===== src/verilog/occ_stats_pkg.sv =====
package occ_stats_pkg;

    // router geometry
    localparam int NUM_PORTS = 8;
    localparam int OCC_W = 5;
    localparam int PORT_W = 3;

    // count of requesters, holds 0..NUM_PORTS
    localparam int CNT_W = 4;

    // reported sum width, clips at 127
    localparam int SUM_W = 7;

    // full sum width before saturation
    localparam int SUM_FULL_W = OCC_W + $clog2(NUM_PORTS);

    // one port occupancy
    typedef logic [OCC_W-1:0] occ_t;

    // all occupancies, port 0 in low bits
    typedef logic [NUM_PORTS*OCC_W-1:0] occ_vec_t;

    // one bit per port
    typedef logic [NUM_PORTS-1:0] port_mask_t;

    // stage 1 contents
    typedef struct packed {
        occ_vec_t   occ;
        port_mask_t req;
    } sample_t;

    // reported result
    typedef struct packed {
        logic [PORT_W-1:0] min_port;
        occ_t              min_occ;
        logic [CNT_W-1:0]  req_count;
        logic              req_single;
        logic [SUM_W-1:0]  occ_sum;
    } stats_t;

endpackage

===== src/verilog/occ_stats_top.sv =====
module occ_stats_top (
    input  logic                   clk,
    input  logic                   rst,
    input  logic                   in_valid,
    input  occ_stats_pkg::sample_t in_sample,
    output logic                   out_valid,
    output occ_stats_pkg::stats_t  out_stats
);
    import occ_stats_pkg::*;

    // staged sample fanned out to the datapath
    sample_t           s1_sample;

    // combinational results back to the control
    logic [PORT_W-1:0] min_port;
    occ_t              min_occ;
    logic [CNT_W-1:0]  req_count;
    logic [SUM_W-1:0]  occ_sum;

    stats_ctrl ctrl0 (
        .clk       (clk),
        .rst       (rst),
        .in_valid  (in_valid),
        .in_sample (in_sample),
        .s1_sample (s1_sample),
        .min_port  (min_port),
        .min_occ   (min_occ),
        .req_count (req_count),
        .occ_sum   (occ_sum),
        .out_valid (out_valid),
        .out_stats (out_stats)
    );

    min_select min0 (
        .occ      (s1_sample.occ),
        .min_port (min_port),
        .min_occ  (min_occ)
    );

    // request mask counter
    pop_counter #(
        .IN_WIDTH (NUM_PORTS)
    ) cnt0 (
        .in    (s1_sample.req),
        .count (req_count)
    );

    sat_accumulator acc0 (
        .occ (s1_sample.occ),
        .sum (occ_sum)
    );

endmodule


===== src/verilog/stats_ctrl.sv =====
module stats_ctrl (
    input  logic                             clk,
    input  logic                             rst,
    input  logic                             in_valid,
    input  occ_stats_pkg::sample_t           in_sample,
    output occ_stats_pkg::sample_t           s1_sample,
    input  logic [occ_stats_pkg::PORT_W-1:0] min_port,
    input  occ_stats_pkg::occ_t              min_occ,
    input  logic [occ_stats_pkg::CNT_W-1:0]  req_count,
    input  logic [occ_stats_pkg::SUM_W-1:0]  occ_sum,
    output logic                             out_valid,
    output occ_stats_pkg::stats_t            out_stats
);
    import occ_stats_pkg::*;

    logic    s1_valid;
    logic    req_single;
    stats_t  s2_next;

    // set while min_occ is no larger than any port
    logic    min_ok;

    // stage 1 valid
    always_ff @(posedge clk) begin
        if (rst) begin
            s1_valid <= 1'b0;
        end else begin
            s1_valid <= in_valid;
        end
    end

    // stage 1 payload held while idle
    always_ff @(posedge clk) begin
        if (in_valid) begin
            s1_sample <= in_sample;
        end
    end

    // zero or one requester
    assign req_single = (req_count <= CNT_W'(1));

    always_comb begin
        s2_next.min_port = min_port;
        s2_next.min_occ = min_occ;
        s2_next.req_count = req_count;
        s2_next.req_single = req_single;
        s2_next.occ_sum = occ_sum;
    end

    // stage 2 result held when stage 1 is empty
    always_ff @(posedge clk) begin
        if (rst) begin
            out_valid <= 1'b0;
            out_stats <= '0;
        end else begin
            out_valid <= s1_valid;
            if (s1_valid) begin
                out_stats <= s2_next;
            end
        end
    end

    always_comb begin
        min_ok = 1'b1;
        for (int k = 0; k < NUM_PORTS; k++) begin
            if (min_occ > s1_sample.occ[k*OCC_W +: OCC_W]) begin
                min_ok = 1'b0;
            end
        end
    end

    // counter result bounded by port count
    a_cnt_range: assert property (@(posedge clk) disable iff (rst)
        s1_valid |-> (req_count <= CNT_W'(NUM_PORTS)));

    // min finder really returns the minimum of the staged sample
    a_min_le_all: assert property (@(posedge clk) disable iff (rst)
        s1_valid |-> min_ok);

    // reset flushes both stages so no pulse for two cycles
    a_rst_flush: assert property (@(posedge clk) (rst || $past(rst)) |=> !out_valid);

endmodule


===== src/verilog/sat_accumulator.sv =====
module sat_accumulator (
    input  occ_stats_pkg::occ_vec_t         occ,
    output logic [occ_stats_pkg::SUM_W-1:0] sum
);
    import occ_stats_pkg::*;

    // full-width sum, never overflows
    logic [SUM_FULL_W-1:0] full_sum;

    // overflow past the reported width
    logic                  sat;

    // plain adder chain over all ports
    always_comb begin
        full_sum = '0;
        for (int k = 0; k < NUM_PORTS; k++) begin
            full_sum = full_sum + SUM_FULL_W'(occ[k*OCC_W +: OCC_W]);
        end
    end

    // any bit above SUM_W set means clip
    assign sat = |full_sum[SUM_FULL_W-1:SUM_W];

    // clip to all ones
    assign sum = sat ? {SUM_W{1'b1}} : full_sum[SUM_W-1:0];

endmodule


===== src/verilog/pop_counter.sv =====
module pop_counter #(
    parameter int IN_WIDTH = 15
) (
    input  logic [IN_WIDTH-1:0]             in,
    output logic [occ_stats_pkg::CNT_W-1:0] count
);

    // input padded to the full 15-bit counter
    logic [14:0] pc_in;

    // carry bits and parities of the two first-level blocks
    logic [2:0] abc0;
    logic [2:0] abc1;
    logic       s0;
    logic       s1;

    // carry from the parity adder
    logic       b2;

    // final seven-input stage
    logic [2:0] abc2;
    logic       s2;

    // unused upper inputs read as zero
    assign pc_in = 15'(in);

    cs_gen cs0 (
        .in  (pc_in[6:0]),
        .abc (abc0),
        .s   (s0)
    );

    cs_gen cs1 (
        .in  (pc_in[13:7]),
        .abc (abc1),
        .s   (s1)
    );

    // leftover bit plus both parities
    // low bit is the count lsb, high bit joins the weight-2 pool
    assign {b2, count[0]} = 2'(pc_in[14]) + 2'(s0) + 2'(s1);

    // seven weight-2 bits counted by a (7,3) stage
    cs_gen cs_fin (
        .in  ({abc0, abc1, b2}),
        .abc (abc2),
        .s   (s2)
    );

    assign count[1] = s2;

    // weight-4 carries summed
    assign count[3:2] = 2'(abc2[0]) + 2'(abc2[1]) + 2'(abc2[2]);

endmodule


===== src/verilog/min_select.sv =====
module min_select (
    input  occ_stats_pkg::occ_vec_t          occ,
    output logic [occ_stats_pkg::PORT_W-1:0] min_port,
    output occ_stats_pkg::occ_t              min_occ
);
    import occ_stats_pkg::*;

    // per-port values split out of the packed vector
    occ_t num [NUM_PORTS];

    // comp[i][j] set when port i beats its j-th opponent
    logic [NUM_PORTS-2:0] comp [NUM_PORTS];

    // exactly one bit set, the winner
    port_mask_t min_onehot;

    genvar i, j;
    generate
        for (i = 0; i < NUM_PORTS; i = i + 1) begin : g_port
            assign num[i] = occ[i*OCC_W +: OCC_W];
            for (j = 0; j < NUM_PORTS - 1; j = j + 1) begin : g_cmp
                if (i > j) begin : g_earlier
                    // earlier port j: mirror of its own compare, so strict less
                    assign comp[i][j] = ~comp[j][i-1];
                end else begin : g_later
                    // later port j+1: ties go to the lower index
                    assign comp[i][j] = (num[i] <= num[j+1]);
                end
            end
            // winner beats every other port
            assign min_onehot[i] = &comp[i];
        end
    endgenerate

    // one-hot to binary plus masked value mux, both as and-or trees
    always_comb begin
        min_port = '0;
        min_occ = '0;
        for (int k = 0; k < NUM_PORTS; k++) begin
            min_port = min_port | ({PORT_W{min_onehot[k]}} & PORT_W'(k));
            min_occ = min_occ | ({OCC_W{min_onehot[k]}} & num[k]);
        end
    end

endmodule


===== src/verilog/cs_gen.sv =====
module cs_gen (
    input  logic [6:0] in,
    output logic [2:0] abc,
    output logic       s
);

    // group of four and group of three
    logic [3:0] grp_lo;
    logic [2:0] grp_hi;

    // ones in each group
    logic [2:0] cnt_lo;
    logic [1:0] cnt_hi;

    assign {grp_hi, grp_lo} = in;

    assign cnt_lo = 3'(grp_lo[0]) + 3'(grp_lo[1]) + 3'(grp_lo[2]) + 3'(grp_lo[3]);
    assign cnt_hi = 2'(grp_hi[0]) + 2'(grp_hi[1]) + 2'(grp_hi[2]);

    // parity of the whole word
    assign s = cnt_lo[0] ^ cnt_hi[0];

    // a: low group holds a pair
    assign abc[2] = (cnt_lo > 3'd1);

    // b: high group holds a pair
    assign abc[1] = (cnt_hi > 2'd1);

    // c: second pair in low group, or two odd leftovers pairing up
    assign abc[0] = (cnt_lo == 3'd4) | (cnt_lo[0] & cnt_hi[0]);

endmodule


===== config.mk =====
export PLATFORM = sky130hd
export DESIGN_NAME = occ_stats_top
export DESIGN_NICKNAME = d
export VERILOG_FILES = /design/src/verilog/occ_stats_pkg.sv /design/src/verilog/occ_stats_top.sv /design/src/verilog/stats_ctrl.sv /design/src/verilog/sat_accumulator.sv /design/src/verilog/pop_counter.sv /design/src/verilog/min_select.sv /design/src/verilog/cs_gen.sv
export SDC_FILE = /design/constraint.sdc
export NUM_CORES = 1
export LEC_CHECK = 0
export ABC_CLOCK_PERIOD_IN_PS = 9800
export BUFFER_PORTS_ARGS = -buffer_cell sky130_fd_sc_hd__buf_2
export CORE_MARGIN = 3
export CORE_UTILIZATION = 40
export CTS_CLUSTER_DIAMETER = 100
export DETAILED_ROUTE_END_ITERATION = 6
export SLEW_MARGIN = 0
export SYNTH_ARGS = -nofsm -noshare
export SYNTH_HDL_FRONTEND = slang
export SYNTH_HIERARCHICAL = 1
export SYNTH_SLANG_ARGS = --single-unit

===== constraint.sdc =====
create_clock -name clk -period 9.8 [get_ports clk]
set_input_delay 0.98 -clock clk [delete_from_list [all_inputs] [get_ports clk]]
set_output_delay 0.98 -clock clk [all_outputs]
set_load 0.03 [all_outputs]

==> out/qor.txt, run 1 <==
Rows = 49
Synth Area per Inst = 9.91 sq um
Area occupied by multi-input gates = 5110 sq um
DR WL/cell = 19.1 um
PortBufs = 71
I/O Pins = 72
Distinct cells, synth = 66
Final Cycle Share = 56.0%
Layout net count = 1089
Status = complete, no violations
Initial antenna violation count = 0
DP Area = 8160 sq um
Vias in the first global route = 5939
Critical Path Max Stage Delay = 620 ps
Max frequency = 0.182 GHz
R2R Path Start = ctrl0/s1_sample[15]$_DFFE_PP_
Buffer depth of the longest clock path = 2
Max IR drop VDD = 0.207 mV
Async set or reset register ratio after synthesis = 0%
Fin crit period = 5490 ps
Register area = 1880 sq um
Cell with the most instances after synthesis = ha_1
Placed Instances = 1058
Clock slew at reported path FFs = 60 ps
CTS root buf = clkbuf_16
Share of layout cells above drive strength 1 = 13.4%
Critical path arrival = 5720 ps
Max FO, Critical Path = 10
Synthesized flop and latch total = 70
Hold Slack = 484 ps
Die area = 20500 sq um
FILL cells = 1731
CTS sink count = 70
Post-CTS setup buffer count = 0
WL final = 20500 um
H-Tree Depth = 3
Unrepaired setup endpoints after global routing = no
Num CTS Buffers = 9
Starting density of the core = 41.3%
Fin Clk Skew = 6.14 ps
Die height = 143 um
Quantity of gates resized following cts = 0
DR iter-0 viols = 331
Final Slew Violations = 0
Antenna-violating nets left = 0
Post-Syn Area = 7520 sq um
Power Density = 219 nW/um^2
Drt drc = 0
Reg2Reg Depth = 19
Syn. warnings = 6
Core area = 18200 sq um
Worst setup SP type = flip-flop
Max-cap viol count = 0
First-pass GRT wire length = 32100 um
Final TNS setup = 0 ps
Crit path to = ctrl0/out_stats[3]$_SDFFE_PP0P_
Grt total ovfl = 0
Routed vias/inst = 5.52
Routed vias = 5924
Final setup violation count = 0
Largest net degree at the start of global routing = 50
GR Util All Layers = 20.8%
Pre-antenna DRT Iters = 5
Crit. End Element = flip-flop
Seq/Total Area, Yosys = 25.0%
GPL Wtd Cong = 0.932
Top cells by area, synth = ha_1 27%, edfxtp_1 19%, fa_1 8.8%
Lkg Pwr = 4.06 nW
Worst setup path start = ctrl0/s1_sample[15]$_DFFE_PP_
Top_reg_cell synth = edfxtp_1
CTS tree = yes
Crit path kind = reg -> reg
Worst skew pair latency = 350 ps
Worst rel slew slack = 54.9%
Top cells by count, synth = 165 x ha_1, 135 x inv_1, 48 x edfxtp_1
Antenna diode count = 0
CP max-delay cell = edfxtp_1
Slew of the pin with the lowest slew margin = 677 ps
Cell count after synthesis = 759
Final total power = 0.00186 W
Fin cells = 1074
CP cell instances = inv_1 -> fa_1 -> inv_1 -> ha_1 -> a21o_1 -> a21oi_1 -> xnor2_1 -> fa_1 -> inv_1 -> fa_1 -> inv_1 -> fa_1 -> ha_1 -> o21ai_0 -> o21bai_2 -> or4b_1 -> and3_1 -> mux2i_1 -> nor2_1
Worst hold path class = reg -> reg
Final Hold Viols = 0
R2r setup slk = 4310 ps
Fin area = 8460 sq um
Largest area contributor in the netlist = ha_1
Layout area overhead = 12.5%
Post-synth EDFFs = 48
Worst flop-to-flop path endpoint = ctrl0/out_stats[3]$_SDFFE_PP0P_
Dpl hpwl = 15400 um
Worst path required time = 10030 ps
CTS Hold Bufs = 0
Post-synth top area share = 27.5%
Die X-Extent = 143 um
-- per-layer routing --
layer  global-route usage, %  vias to the layer above  wire (um)
li1                        -                     2928          -
met2                    33.2                      158       9470
met1                    27.9                     2799       9350
met5                       0                        -          0
met3                    4.35                       39       1080
met4                    7.50                        0        560
-- cells by family after synthesis --
logic type | synth area share [%]
xor gates and xnor gates | 0.466
adders and majority gates | 36.2
muxes | 3.06
AOI/OAI and AO/OA | 13.9
DFF | 25.0
and+or+nand+nor | 14.0
other | 0.0499
buffers and inverters | 7.22
-- how the worst min path moves through the flow --
stage | endpoint | slack (ps) | startpoint | cells past startpoint
2_1_floorplan | ctrl0/out_stats[7]$_SDFFE_PP0P_ | 520 | ctrl0/s1_valid$_SDFF_PP0_ | 2
3_3_place_gp | ctrl0/out_stats[7]$_SDFFE_PP0P_ | 460 | ctrl0/out_stats[7]$_SDFFE_PP0P_ | 2
3_5_place_dp | ctrl0/out_stats[7]$_SDFFE_PP0P_ | 480 | ctrl0/out_stats[7]$_SDFFE_PP0P_ | 2
4_1_cts | ctrl0/out_stats[7]$_SDFFE_PP0P_ | 490 | ctrl0/out_stats[7]$_SDFFE_PP0P_ | 2
5_1_grt | ctrl0/out_stats[17]$_SDFFE_PP0P_ | 520 | ctrl0/out_stats[17]$_SDFFE_PP0P_ | 2
6_report | ctrl0/out_stats[7]$_SDFFE_PP0P_ | 480 | ctrl0/out_stats[7]$_SDFFE_PP0P_ | 2
-- registers in the layout (all words and copies together) (netlist names) --
signal and flops:
ctrl0/out_valid 1, ctrl0/s1_sample 48, ctrl0/s1_valid 1, ctrl0/out_stats 20
-- through the flow --
stage | util [%] | setup WS (ps)
after detailed placement | 44.8 | 4320
final | 46.5 | 4310
after floorplan | - | 4760
after global placement | 44.8 | 4430
after global routing | 46.5 | 3960
after CTS | 46.5 | 4310
-- layout make-up --
class	count	area share, %
Multi-Input combinational cell	551	60.4
Sequential cell	70	22.2
Inverter	135	5.99
Timing Repair Buffer	73	4.38
Tap cell	229	3.39
Clock buffer	11	3.12
Clock inverter	5	0.429
-- cell usage in the layout (no fill, tap or decap), drive strengths merged, types with 3 or more instances in the layout --
cell / instances
a211oi: 3
a21boi: 15
a21o: 6
a21oi: 45
a22oi: 8
and2: 3
buf: 73
clkbuf: 11
conb: 6
dfxtp: 22
edfxtp: 48
fa: 33
ha: 165
inv: 139
mux2i: 23
nand2: 24
nand2b: 3
nand3: 30
nand4: 41
nor2: 47
nor2b: 6
nor3: 3
nor4: 3
nor4b: 6
o2111a: 4
o2111ai: 3
o21a: 3
o21ai: 12
o221ai: 10
o32a: 5
o32ai: 11
or2: 3
or3: 3
or4b: 3
-- worst max-delay path, delay by kind of cell (launching register included) --
kind,cells,cell delay [ps]
buffers and inverters,4,280
muxes,1,120
adders and majority gates,6,2660
DFF,1,620
AOI/OAI and AO/OA,4,820
xor gates and xnor gates,1,150
and+or+nand+nor,3,710
-- power breakdown --
| part | leakage, nW | internal (W) | switching [W] |
|---|---|---|---|
| combinational | 3.26 | 0.000493 | 0.000627 |
| clock | 0.152 | 0.000195 | 0.000137 |
| sequential | 0.649 | 0.000354 | 0.0000496 |
| total | 4.06 | 0.00104 | 0.000814 |
Note: power is estimated with default switching activity, not from simulation.
==> inputs of run 2 (changes only) <==
--- a/config.mk
+++ b/config.mk
@@ -5,7 +5,7 @@
 export SDC_FILE = /design/constraint.sdc
 export NUM_CORES = 1
 export LEC_CHECK = 0
-export ABC_CLOCK_PERIOD_IN_PS = 9800
+export ABC_CLOCK_PERIOD_IN_PS = 5700
 export BUFFER_PORTS_ARGS = -buffer_cell sky130_fd_sc_hd__buf_2
 export CORE_MARGIN = 3
 export CORE_UTILIZATION = 40
==> constraint.sdc (replaced) <==
create_clock -name clk -period 5.7 [get_ports clk]
set_input_delay 0.57 -clock clk [delete_from_list [all_inputs] [get_ports clk]]
set_output_delay 0.57 -clock clk [all_outputs]
set_load 0.03 [all_outputs]
==> out/qor.txt, run 2 (same netlist as run 1, synthesis figures left out) <==
Die X-Extent = 143 um (unchanged)
Share of layout cells above drive strength 1 = 14.5% (+1.1 points)
Largest regs = ctrl0/s1_sample: 48 flops, ctrl0/out_stats: 20 flops
Starting density of the core = 41.3% (unchanged)
Crit path kind = reg -> reg
Worst hold endpoint = ctrl0/s1_sample[32]$_DFFE_PP_
Die height = 143 um (unchanged)
Final TNS setup = 0 ps (unchanged)
Worst setup SP type = flip-flop
Hold Crit Start = in_sample[32]
Antenna-violating nets left = 0 (unchanged)
CTS tree = yes
Quantity of gates resized following cts = 0 (unchanged)
Dpl hpwl = 15600 um (+1.9%)
Routed vias/inst = 5.51 (-0.20%)
Initial antenna violation count = 0 (unchanged)
Layout net count = 1100 (+1.0%)
Most frequent cells in the layout = 165 x ha_1, 135 x inv_1, 71 x buf_2, 48 x edfxtp_1, 47 x nor2_1
Worst skew pair latency = 350 ps (about the same)
Num CTS Buffers = 9 (unchanged)
GPL Wtd Cong = 0.913 (-2.1%)
Die area = 20500 sq um (unchanged)
Vias in the first global route = 5790 (-2.5%)
Max frequency = 0.193 GHz (+5.8%)
Top Layer Used = met4
Met3 WL post-DR = 1370 um (+27%)
Worst hold path class = in -> reg
Fin cells = 1085 (+1.0%)
Critical Path Max Stage Delay = 500 ps (-120 ps)
R2r setup slk = 510 ps (-3800 ps)
Power Density = 380 nW/um^2 (+73%)
GR Util All Layers = 20.4% (-0.37 points)
Drt drc = 0 (unchanged)
Largest delay share family, worst path = adder cells
CTS Hold Bufs = 0 (unchanged)
WHS Path Cells = 1 (-1)
Worst rel slew slack = 54.9% (about the same)
Unrepaired setup endpoints after global routing = no
DR iter-0 viols = 443 (+34%)
PortBufs = 71 (unchanged)
Rows = 49 (unchanged)
Buffer depth of the longest clock path = 2 (unchanged)
Final setup violation count = 0 (unchanged)
R2R Path Start = ctrl0/s1_sample[14]$_DFFE_PP_
CP cell instances = inv_1 -> fa_1 -> inv_1 -> ha_1 -> inv_1 -> fa_1 -> xor2_1 -> fa_1 -> fa_1 -> inv_1 -> fa_1 -> ha_1 -> a211oi_2 -> o21bai_2 -> or4b_1 -> and3_1 -> mux2i_1 -> nor2_1
Final Slew Violations = 0 (unchanged)
Clock slew at reported path FFs = 70 ps (about the same)
Worst flop-to-flop path endpoint = ctrl0/out_stats[1]$_SDFFE_PP0P_
Layout area overhead = 14.2%
Number of cells on the critical path = 18 (-1)
CP max-delay cell = fa_1
Post-CTS setup buffer count = 0 (unchanged)
Most flops, register = ctrl0/s1_sample
CTS root buf = clkbuf_16
First-pass GRT wire length = 31900 um (-0.45%)
Slew of the pin with the lowest slew margin = 677 ps (-0.00769 ps)
Lkg Pwr = 4.13 nW (+1.7%)
Max-cap viol count = 0 (unchanged)
Pre-antenna DRT Iters = 5 (unchanged)
Critical path arrival = 5410 ps (-310 ps)
Routed vias = 5973 (+0.83%)
Max IR drop VDD = 0.300 mV (+45%)
Reg2Reg Depth = 18 (-1)
CTS sink count = 70 (unchanged)
Fin Clk Skew = 16.9 ps (+10.7 ps)
Status = complete, no violations
Met2 wire len = 8990 um (-5.0%)
Placed Instances = 1069 (+1.0%)
Core area = 18200 sq um (unchanged)
Largest net degree at the start of global routing = 50 (unchanged)
Antenna diode count = 0 (unchanged)
Hold Slack = 390 ps (-94.3 ps)
WL final = 20400 um (-0.40%)
Crit. End Element = flip-flop
Top cell by count, worst path = fa_1
Grt total ovfl = 0 (unchanged)
H-Tree Depth = 3 (unchanged)
Commonest non-fill, non-tap cell in the layout = ha_1
Final Hold Viols = 0 (unchanged)
Largest register FFs = 48 (unchanged)
Met1 WL = 9280 um (-0.77%)
DR WL/cell = 18.8 um (-1.4%)
Final Cycle Share = 91.0% (+35 points)
I/O Pins = 72 (unchanged)
Worst Path Buf+Inv = 4 (unchanged)
Max FO, Critical Path = 10 (unchanged)
Worst path required time = 5920 ps (-4110 ps)
Fin crit period = 5190 ps (-299 ps)
## run 2: cell types whose count changed in the layout (fill, tap and decap cells not counted)
cell	previous run	this run
inv_4	3	0
clkinv_4	1	2
bufinv_16	0	1
buf_4	2	13
clkbuf_16	10	11
## run 2: worst max-delay path by stage
stage | slack, ps | endpoint | from
floorplan | 660 | ctrl0/out_stats[1]$_SDFFE_PP0P_ | ctrl0/s1_sample[10]$_DFFE_PP_
global placement | 610 | ctrl0/out_stats[3]$_SDFFE_PP0P_ | ctrl0/s1_sample[14]$_DFFE_PP_
detailed placement | 520 | ctrl0/out_stats[1]$_SDFFE_PP0P_ | ctrl0/s1_sample[14]$_DFFE_PP_
CTS | 510 | ctrl0/out_stats[1]$_SDFFE_PP0P_ | ctrl0/s1_sample[14]$_DFFE_PP_
global route | 210 | ctrl0/out_stats[3]$_SDFFE_PP0P_ | ctrl0/s1_sample[10]$_DFFE_PP_
finish | 510 | ctrl0/out_stats[1]$_SDFFE_PP0P_ | ctrl0/s1_sample[14]$_DFFE_PP_
## run 2: power by group
group	switching (W)	leakage, nW	internal, W
Combinational	0.00110	3.31	0.000854
Clock	0.000231	0.170	0.000407
Sequential	0.0000676	0.649	0.000608
## run 2: metal layers
| layer | vias up | global-route usage [%] |
|---|---|---|
| li1 | 2952 | - |
| met4 | 0 | 7.70 |
| met1 | 2790 | 28.9 |
| met5 | - | 0 |
| met3 | 46 | 3.68 |
| met2 | 185 | 31.2 |
## run 2: layout make-up
class                      instances  area, sq um
inverter                         135          507
timing repair buffer              84          453
clock buffer                      12          289
fill                            1707         9620
clock inverter                     4         56.3
sequential                        70         1880
multi-input combinational        551         5110
tap                              229          287
## run 2: per-stage QoR
step	area, sq um	worst slack (ps)	power, W	utilization, %
3_5_place_dp	8240	523	0.00262	45.3
6_report	8590	512	0.00326	47.2
5_1_grt	8590	209	0.00359	47.2
4_1_cts	8590	512	0.00328	47.2
3_3_place_gp	8240	614	0.00260	45.3
2_1_floorplan	7540	664	0.00220	-
